$ cat config.mk
export PLATFORM = sky130hd
export DESIGN_NAME = aes_cipher_top
export DESIGN_NICKNAME = d
export VERILOG_FILES = /design/src/aes_pkg.sv /design/src/aes_sbox.sv /design/src/aes_round_ctrl.sv /design/src/aes_sub_bytes.sv /design/src/aes_mix_columns.sv /design/src/aes_key_expand.sv /design/src/aes_cipher_top.sv
export VERILOG_INCLUDE_DIRS = /design/src
export SDC_FILE = /design/constraint.sdc
export NUM_CORES = 2
export LEC_CHECK = 0
export BUFFER_PORTS_ARGS = -buffer_cell sky130_fd_sc_hd__buf_2
export CORE_MARGIN = 2
export CORE_UTILIZATION = 25
export CTS_BUF_LIST = sky130_fd_sc_hd__clkbuf_16
export CTS_CLUSTER_SIZE = 16
export DETAILED_ROUTE_END_ITERATION = 8
export PLACE_DENSITY = 0.38
export SETUP_SLACK_MARGIN = 0.15
export SLEW_MARGIN = 20
export SYNTH_ARGS = -nofsm -noshare
export SYNTH_HDL_FRONTEND = slang
export SYNTH_SLANG_ARGS = --single-unit
$ cat constraint.sdc
create_clock -name clk -period 5.4 [get_ports clk]
set_input_delay 0.54 -clock clk [delete_from_list [all_inputs] [get_ports clk]]
set_output_delay 0.54 -clock clk [all_outputs]
set_load 0.01 [all_outputs]
$ cat src/aes_consts.svh
`ifndef AES_CONSTS_SVH
`define AES_CONSTS_SVH

// Data path widths
`define AES_BLK_W   128   // Block and key width
`define AES_BYTE_W  8
`define AES_WORD_W  32    // One column or key word

// State geometry
`define AES_NBYTES  16
`define AES_NCOLS   4

// Rounds for a 128-bit key
`define AES_NROUNDS 10

// xtime reduction constant, x^8 = x^4 + x^3 + x + 1
`define AES_POLY    8'h1b

// ld sample edge to done edge: 1 + 9*21 + 16 + 1
`define AES_LATENCY 207

`endif

$ cat src/aes_pkg.sv
`default_nettype none

`include "aes_consts.svh"

package aes_pkg;

  typedef logic [`AES_BYTE_W-1:0] byte_t;
  typedef byte_t [0:`AES_WORD_W/`AES_BYTE_W-1] word_t;  // Row 0 in MSBs
  typedef byte_t [0:`AES_NBYTES-1] state_t;             // Column major, byte 0 in MSBs

  typedef logic [$clog2(`AES_NBYTES)-1:0] byte_idx_t;
  typedef logic [$clog2(`AES_NCOLS)-1:0]  col_idx_t;

  // Round sequencer phases
  typedef enum logic [2:0] {
    PH_IDLE,
    PH_SUB,
    PH_MIX,
    PH_UPDATE,
    PH_FINAL
  } phase_e;

  // Controls fanned out from the round FSM
  typedef struct packed {
    logic      sub_en;      // SubBytes slot write
    byte_idx_t sub_idx;
    logic      mix_en;      // MixColumns slot write
    col_idx_t  mix_idx;
    logic      load;        // Initial AddRoundKey
    logic      round_upd;   // State takes mixed state plus key
    logic      final_upd;   // Output takes shifted state plus key
    logic      key_step;    // Next round key
    logic      last_round;
    logic      spare;       // Reserved, always zero
  } round_ctrl_t;

  // Multiply by x in GF(2^8)
  function automatic byte_t xtime(input byte_t b);
    return {b[`AES_BYTE_W-2:0], 1'b0} ^ (`AES_POLY & {`AES_BYTE_W{b[`AES_BYTE_W-1]}});
  endfunction

endpackage

`default_nettype wire

$ cat src/aes_sbox.sv
`default_nettype none

module aes_sbox import aes_pkg::*; (
  input  byte_t a,
  output byte_t d
);

  // Forward substitution table, row n holds entries 16n to 16n+15
  localparam byte_t [0:255] SBOX = {
    128'h637c777bf26b6fc53001672bfed7ab76,
    128'hca82c97dfa5947f0add4a2af9ca472c0,
    128'hb7fd9326363ff7cc34a5e5f171d83115,
    128'h04c723c31896059a071280e2eb27b275,
    128'h09832c1a1b6e5aa0523bd6b329e32f84,
    128'h53d100ed20fcb15b6acbbe394a4c58cf,
    128'hd0efaafb434d338545f9027f503c9fa8,
    128'h51a3408f929d38f5bcb6da2110fff3d2,
    128'hcd0c13ec5f974417c4a77e3d645d1973,
    128'h60814fdc222a908846eeb814de5e0bdb,
    128'he0323a0a4906245cc2d3ac629195e479,
    128'he7c8376d8dd54ea96c56f4ea657aae08,
    128'hba78252e1ca6b4c6e8dd741f4bbd8b8a,
    128'h703eb5664803f60e613557b986c11d9e,
    128'he1f8981169d98e949b1e87e9ce5528df,
    128'h8ca1890dbfe6426841992d0fb054bb16
  };

  assign d = SBOX[a];  // Pure lookup, no state

endmodule

`default_nettype wire

$ cat src/aes_round_ctrl.sv
`default_nettype none

`include "aes_consts.svh"

module aes_round_ctrl import aes_pkg::*; (
  input  logic        clk,
  input  logic        rstn,
  input  logic        ld,
  output round_ctrl_t ctrl,
  output logic        done
);

  phase_e    phase_q;
  byte_idx_t byte_cnt;   // SubBytes slot
  col_idx_t  col_cnt;    // MixColumns slot
  logic [3:0] round_q;   // 1 .. AES_NROUNDS
  logic      load_q;     // Accepted ld, one cycle

  ////////////////////////////////////////////////////////////
  // Phase sequencer
  ////////////////////////////////////////////////////////////

  always_ff @(posedge clk or negedge rstn) begin
    if (!rstn) begin
      phase_q  <= PH_IDLE;
      byte_cnt <= '0;
      col_cnt  <= '0;
      round_q  <= 4'd1;
      load_q   <= 1'b0;
      done     <= 1'b0;
    end else begin
      load_q <= 1'b0;
      done   <= ctrl.final_upd;  // One cycle after the output update
      case (phase_q)
        PH_IDLE: begin
          if (load_q) begin     // Load cycle over, start round 1
            phase_q  <= PH_SUB;
            byte_cnt <= '0;
            round_q  <= 4'd1;
          end else if (ld) begin
            load_q <= 1'b1;
          end
        end
        PH_SUB: begin
          byte_cnt <= byte_cnt + 1'b1;  // Wraps back to 0
          if (byte_cnt == byte_idx_t'(`AES_NBYTES - 1)) begin
            col_cnt <= '0;
            phase_q <= ctrl.last_round ? PH_FINAL : PH_MIX;  // No mix in last round
          end
        end
        PH_MIX: begin
          col_cnt <= col_cnt + 1'b1;
          if (col_cnt == col_idx_t'(`AES_NCOLS - 1))
            phase_q <= PH_UPDATE;
        end
        PH_UPDATE: begin
          round_q  <= round_q + 4'd1;
          byte_cnt <= '0;
          phase_q  <= PH_SUB;
        end
        PH_FINAL: begin
          phase_q <= PH_IDLE;
        end
        default: phase_q <= PH_IDLE;
      endcase
    end
  end

  ////////////////////////////////////////////////////////////
  // Control decode
  ////////////////////////////////////////////////////////////

  always_comb begin
    ctrl            = '0;
    ctrl.sub_en     = (phase_q == PH_SUB);
    ctrl.sub_idx    = byte_cnt;
    ctrl.mix_en     = (phase_q == PH_MIX);
    ctrl.mix_idx    = col_cnt;
    ctrl.load       = load_q;
    ctrl.round_upd  = (phase_q == PH_UPDATE);
    ctrl.key_step   = (phase_q == PH_UPDATE);  // Next key built during next SubBytes
    ctrl.final_upd  = (phase_q == PH_FINAL);
    ctrl.last_round = (round_q == 4'(`AES_NROUNDS));
    ctrl.spare      = 1'b0;
  end

  // Load, S-box path, mixer and updates never share a cycle
  a_sub_mix_excl: assert property (@(posedge clk) disable iff (!rstn)
    $onehot0({ctrl.load, ctrl.sub_en, ctrl.mix_en, ctrl.round_upd, ctrl.final_upd}));

  a_done_pulse: assert property (@(posedge clk) disable iff (!rstn)
    done |=> !done);

endmodule

`default_nettype wire

$ cat src/aes_sub_bytes.sv
`default_nettype none

`include "aes_consts.svh"

module aes_sub_bytes import aes_pkg::*; (
  input  logic        clk,
  input  round_ctrl_t ctrl,
  input  state_t      state_q,
  output state_t      sub_state
);

  byte_t  sb_in;   // Selected state byte
  byte_t  sb_out;
  state_t buf_q;   // Substituted bytes, one slot per state byte

  ////////////////////////////////////////////////////////////
  // Serial S-box, one byte per cycle
  ////////////////////////////////////////////////////////////

  assign sb_in = state_q[ctrl.sub_idx];

  aes_sbox u_sbox (
    .a (sb_in),
    .d (sb_out)
  );

  always_ff @(posedge clk) begin
    if (ctrl.sub_en)
      buf_q[ctrl.sub_idx] <= sb_out;  // Slot matches source byte
  end

  assign sub_state = buf_q;  // Complete after the sixteenth write

  // Slots are filled in order with no gaps
  a_sub_idx_step: assert property (@(posedge clk)
    ctrl.sub_en && (ctrl.sub_idx != byte_idx_t'(`AES_NBYTES - 1)) |=>
      ctrl.sub_en && (ctrl.sub_idx == byte_idx_t'($past(ctrl.sub_idx) + 1'b1)));

endmodule

`default_nettype wire

$ cat src/aes_mix_columns.sv
`default_nettype none

`include "aes_consts.svh"

module aes_mix_columns import aes_pkg::*; (
  input  logic        clk,
  input  round_ctrl_t ctrl,
  input  state_t      sub_state,
  output state_t      sr_state,
  output state_t      mc_state
);

  word_t  col_in;   // Shifted column under mix
  word_t  col_out;
  state_t mc_q;     // Mixed columns, one slot per column

  // Fixed MixColumns matrix rows 2 3 1 1 rotated
  function automatic word_t mix_col(input word_t s);
    word_t m;
    m[0] = xtime(s[0]) ^ xtime(s[1]) ^ s[1] ^ s[2] ^ s[3];
    m[1] = s[0] ^ xtime(s[1]) ^ xtime(s[2]) ^ s[2] ^ s[3];
    m[2] = s[0] ^ s[1] ^ xtime(s[2]) ^ xtime(s[3]) ^ s[3];
    m[3] = xtime(s[0]) ^ s[0] ^ s[1] ^ s[2] ^ xtime(s[3]);
    return m;
  endfunction

  ////////////////////////////////////////////////////////////
  // ShiftRows, wiring only
  ////////////////////////////////////////////////////////////

  always_comb begin
    for (int c = 0; c < `AES_NCOLS; c++) begin
      for (int r = 0; r < `AES_NCOLS; r++) begin
        // Row r rotated left by r
        sr_state[`AES_NCOLS*c + r] = sub_state[`AES_NCOLS*((c + r) % `AES_NCOLS) + r];
      end
    end
  end

  ////////////////////////////////////////////////////////////
  // Serial column mixer
  ////////////////////////////////////////////////////////////

  assign col_in  = sr_state[{ctrl.mix_idx, 2'b00} +: `AES_NCOLS];
  assign col_out = mix_col(col_in);

  always_ff @(posedge clk) begin
    if (ctrl.mix_en)
      mc_q[{ctrl.mix_idx, 2'b00} +: `AES_NCOLS] <= col_out;  // Column slot mix_idx
  end

  assign mc_state = mc_q;  // Valid after fourth column

endmodule

`default_nettype wire

$ cat src/aes_key_expand.sv
`default_nettype none

module aes_key_expand import aes_pkg::*; (
  input  logic        clk,
  input  logic        rstn,
  input  round_ctrl_t ctrl,
  input  state_t      key,
  output state_t      round_key
);

  state_t     rk_q;       // Current round key
  logic       busy_q;     // Step in progress
  logic [1:0] step_cnt;   // Byte of SubWord
  byte_t      rcon_q;
  word_t      temp_q;     // SubWord bytes gathered so far
  byte_idx_t  rot_idx;
  byte_t      sb_in;
  byte_t      sb_out;
  word_t      temp_w;     // SubWord(RotWord(w3)) ^ Rcon
  word_t      w0, w1, w2, w3;
  word_t      n0, n1, n2, n3;

  ////////////////////////////////////////////////////////////
  // Serial SubWord of the rotated last word
  ////////////////////////////////////////////////////////////

  assign rot_idx = {2'b11, step_cnt + 2'd1};  // Byte (k+1) mod 4 of w3
  assign sb_in   = rk_q[rot_idx];

  aes_sbox u_sbox (
    .a (sb_in),
    .d (sb_out)
  );

  // Last byte taken straight from the S-box
  assign temp_w = {temp_q[0] ^ rcon_q, temp_q[1], temp_q[2], sb_out};

  assign {w0, w1, w2, w3} = rk_q;
  assign n0 = w0 ^ temp_w;
  assign n1 = w1 ^ n0;
  assign n2 = w2 ^ n1;
  assign n3 = w3 ^ n2;

  ////////////////////////////////////////////////////////////
  // Step control
  ////////////////////////////////////////////////////////////

  always_ff @(posedge clk or negedge rstn) begin
    if (!rstn) begin
      busy_q   <= 1'b0;
      step_cnt <= 2'd0;
      rcon_q   <= 8'h01;
    end else if (ctrl.load) begin  // Fresh key, first step right away
      busy_q   <= 1'b1;
      step_cnt <= 2'd0;
      rcon_q   <= 8'h01;
    end else if (ctrl.key_step) begin
      busy_q   <= 1'b1;
      step_cnt <= 2'd0;
    end else if (busy_q) begin
      step_cnt <= step_cnt + 2'd1;
      if (step_cnt == 2'd3) begin
        busy_q <= 1'b0;
        rcon_q <= xtime(rcon_q);  // Next round constant
      end
    end
  end

  always_ff @(posedge clk) begin
    if (busy_q)
      temp_q[step_cnt] <= sb_out;
    if (ctrl.load)
      rk_q <= key;
    else if (busy_q && (step_cnt == 2'd3))
      rk_q <= {n0, n1, n2, n3};   // All four words at once
  end

  assign round_key = rk_q;

  // Controller relies on the step being finished by the next update
  a_step_idle: assert property (@(posedge clk) disable iff (!rstn)
    ctrl.key_step |-> !busy_q);

endmodule

`default_nettype wire

$ cat src/aes_cipher_top.sv
`default_nettype none

`include "aes_consts.svh"

module aes_cipher_top import aes_pkg::*; (
  input  logic   clk,
  input  logic   rstn,
  input  logic   ld,
  input  state_t key,
  input  state_t text_in,
  output logic   done,
  output state_t text_out
);

  round_ctrl_t ctrl;
  state_t      state_q;     // Cipher state between rounds
  state_t      sub_state;
  state_t      sr_state;
  state_t      mc_state;
  state_t      round_key;
  logic [`AES_BLK_W-1:0] key_q;   // Inputs held from the ld cycle
  logic [`AES_BLK_W-1:0] text_q;

  ////////////////////////////////////////////////////////////
  // Input capture
  ////////////////////////////////////////////////////////////

  // Overwritten by an ignored ld, but no longer read by then
  always_ff @(posedge clk) begin
    if (ld) begin
      key_q  <= key;
      text_q <= text_in;
    end
  end

  ////////////////////////////////////////////////////////////
  // Round blocks
  ////////////////////////////////////////////////////////////

  aes_round_ctrl u_ctrl (
    .clk  (clk),
    .rstn (rstn),
    .ld   (ld),
    .ctrl (ctrl),
    .done (done)
  );

  aes_sub_bytes u_sub (
    .clk       (clk),
    .ctrl      (ctrl),
    .state_q   (state_q),
    .sub_state (sub_state)
  );

  aes_mix_columns u_mix (
    .clk       (clk),
    .ctrl      (ctrl),
    .sub_state (sub_state),
    .sr_state  (sr_state),
    .mc_state  (mc_state)
  );

  aes_key_expand u_key (
    .clk       (clk),
    .rstn      (rstn),
    .ctrl      (ctrl),
    .key       (key_q),
    .round_key (round_key)
  );

  ////////////////////////////////////////////////////////////
  // AddRoundKey and output
  ////////////////////////////////////////////////////////////

  always_ff @(posedge clk) begin
    if (ctrl.load)
      state_q <= text_q ^ key_q;           // Initial whitening
    else if (ctrl.round_upd)
      state_q <= mc_state ^ round_key;     // Rounds 1 to 9
  end

  always_ff @(posedge clk) begin
    if (ctrl.final_upd)
      text_out <= sr_state ^ round_key;    // Round 10 skips MixColumns
  end

  // Fixed latency across FSM and data path
  a_latency: assert property (@(posedge clk) disable iff (!rstn)
    ctrl.load |-> ##(`AES_LATENCY) done);

endmodule

`default_nettype wire

==> metrics.yaml <==
drive_gt1_share_pct: 22.0
synth_enable_flop_cells: 920
reg2reg_slack_ns: 0.38
dpl.cell_count: 6519
met3_wirelength_um: 8790
cts_tree: "built"
dr_wl_met2_um: 107000
nets: 4689
die_area_sq_mm: 0.192
antenna_found_initial: 5
seq_area_frac_synth_pct: 60.0
cts_sinks: 946
via_per_inst: 4.82
die_h_um: 438
slowest_stage: "dfrtp_4"
max-slew-margin-rel_pct: 25.0
crit_chain: "mux4_2, mux4_2, inv_2, ha_1, buf_12, nand2b_1, buf_4, a21oi_1, a31oi_1, o221ai_1, o31a_1, mux2i_1, mux2i_1, buf_12"
synth_top_area_share_pct: 58.6
layout.cells.most_common: "edfxtp_1"
cts_buffer_depth: 3
num_rows: 159
outcome: "completed"
routabilityCongestion: 0.903
insertion_delay_ns: 0.77
min_period_ns: 5.02
top_layer: "met4"
mostFrequentLayoutCells: "920 x edfxtp_1, 386 x buf_2, 332 x nand2_1"
post-synth-top-area-cell: "edfxtp_1"
setup_viol: 0
report.final.slew_viol_count: 0
num_vias: 33600
first_iter_violations: 3353
fmax_ghz: 0.199
hold_depth: 1
crit_fanout: 20
hold_ws_ns: 0.0441
start_util_pct: 25.1
avgRoutedWirePerCell_um: 30.7
min_from: "text_in[38]"
ant_nets: 0
grt_pass1_vias: 33600
path_class: "reg2reg"
wirelength_met1_um: 93700
routed_wl_um: 214000
rsz0062_at_grt: "false"
layout_worst_path_cycle_share_pct: 92.9
critPathMaxStageDelay_ns: 0.68
core_area_sq_mm: 0.188
grt_pass1_wl_um: 290000
netlist_area_sq_mm: 0.0472
portBuffers: 387
h-tree-depth: 3
hold_path_end: "text_q[38]$_DFFE_PP_"
hold_violations: 0
ys.warnings.count: 0
synth_cell_types: 103
synth_top_cells_by_area: "edfxtp_1 59%, xor2_1 6.1%, xnor2_1 5.7%"
worstPathRequired_ns: 5.98
worstMarginPinSlew_ns: 1.12
timing.rr.start: "u_ctrl.byte_cnt[0]$_DFFE_PN0P_"
final_cells: 6978
start_kind: "flop"
reg2regPathDepth: 14
synth_nets: 3958
area_growth_pct: 25.9
drv_cap: 0
hpwl_um: 162000
die_w_um: 438
worstPathArrival_ns: 5.60
cts_setup_buffers: 0
path_clk_slew_ns: 0.06
io_pins: 388
drc_errors: 0
ys_async_sr_fraction_pct: 2.75
track_usage_pct: 21.7
final_util_pct: 31.7
dr.pass1.iters: 7
startpoint: "u_ctrl.byte_cnt[0]$_DFFE_PN0P_"
grt_max_degree: 181
fin_skew_ns: 0.0366
end_kind: "flop"
hp-class: "in2reg"
synth_cells: 3657
worst_r2r_endpoint: "u_sub.sub_state[107]$_DFFE_PP_"
synthFlopType: "edfxtp_1"
root_buffer: "clkbuf_16"
ys_ff_latch: 946
globalRouteOverflowTotal: 0
avgSynthCellArea_sq_um: 12.9
numCtsBuffers: 109
cell usage after synthesis, types with 7 or more instances:
cell type	instances
mux2_2	60
o221ai_1	16
a211oi_1	34
o22ai_1	19
a311oi_1	19
nor2b_1	13
or2_2	7
o21ai_1	29
clkbuf_1	144
nor2_1	265
nand2b_1	32
o31ai_1	13
a22oi_1	7
or3_1	7
inv_1	26
and3_1	11
a221oi_1	10
nand3_1	40
xor2_1	331
buf_6	15
a31oi_1	19
mux2i_1	42
buf_1	13
nor3_1	41
buf_2	67
o211ai_1	30
and2_1	17
a221o_1	7
or2_1	10
a21oi_1	117
dfrtp_1	24
a211o_1	7
nor4_1	7
buf_4	10
mux4_2	85
edfxtp_1	920
o311ai_0	10
ha_1	42
a21o_1	13
nand2_1	335
xnor2_1	306
o311ai_1	9
o21ai_0	305
final cells by class:
cell class / instances / area, sq um
sequential: 946 / 28300
inverter: 33 / 126
fill: 18900 / 128000
timing repair buffer: 869 / 6500
clock buffer: 109 / 2730
multi-input combinational: 2429 / 17700
antenna: 3 / 7.51
clock inverter: 94 / 951
tap: 2495 / 3120
kinds of logic (layout without fill, tap and decap cells):
| group | Yosys count | in the layout | share of synthesized area (%) |
|---|---|---|---|
| other | 0 | 3 | 0 |
| XOR/XNOR | 649 | 649 | 12.3 |
| AND/OR/NAND/NOR | 817 | 817 | 7.61 |
| flip-flops | 946 | 946 | 60.0 |
| AO/OA/AOI/OAI | 731 | 731 | 9.74 |
| buffers and inverters | 282 | 1105 | 2.75 |
| adder cells (fa/ha/maj) | 42 | 42 | 1.11 |
| multiplexers | 190 | 190 | 6.51 |
registers in the layout, indices dropped and copies added, names as in the netlist:
register and cells:
key_q 128, state_q 128, text_out 128, text_q 128, u_ctrl.byte_cnt 4, u_ctrl.col_cnt 2, u_ctrl.done 1, u_ctrl.load_q 1
u_ctrl.phase_q 3, u_ctrl.round_q 4, u_key.busy_q 1, u_key.rcon_q 8, u_key.round_key 128, u_key.step_cnt 2, u_key.temp_q 24, u_mix.mc_state 128
u_sub.sub_state 128
critical path: cells and delay by family (launching register included):
| kind | cells | cell delay, ns |
|---|---|---|
| mux | 4 | 1.84 |
| buf+inv | 4 | 0.83 |
| simple gates | 1 | 0.28 |
| compound gates | 4 | 0.79 |
| fa+ha+maj | 1 | 0.40 |
| flops | 1 | 0.68 |
per-stage QoR:
stage / TNS (ns) / cell area (sq um) / worst slack, ns
4_1_cts: 0 / 59400 / 0.182
2_1_floorplan: 0 / 47200 / 0.612
6_report: 0 / 59400 / 0.382
5_1_grt: 0 / 59400 / 0.171
3_5_place_dp: 0 / 53100 / 0.0402
3_3_place_gp: -0.712 / 53100 / -0.0456
worst max path at each step:
stage	to	cells after the start
floorplan	u_key.round_key[39]$_DFFE_PP_	21
global placement	u_sub.sub_state[45]$_DFFE_PP_	13
CTS	u_sub.sub_state[53]$_DFFE_PP_	13
global route	u_key.round_key[6]$_DFFE_PP_	15
finish	u_sub.sub_state[107]$_DFFE_PP_	14
detailed placement	u_sub.sub_state[125]$_DFFE_PP_	13
routing by layer:
layer	track usage, %	vias to the layer above
met5	0	-
met4	4.88	0
met3	2.02	192
met2	37.7	1080
met1	29.2	17400
li1	-	14900
repair_timing:
item | in CTS | in global routing
hold endpoints to repair | 276 | 0
setup endpoints to repair | 25 | 17
hold buffers | 253 | 0
gates resized for setup | 2 | 2
Power is left out: the tool's default activity adds up to more than one toggle a clock period on the data nets, which glitch-free logic cannot reach.
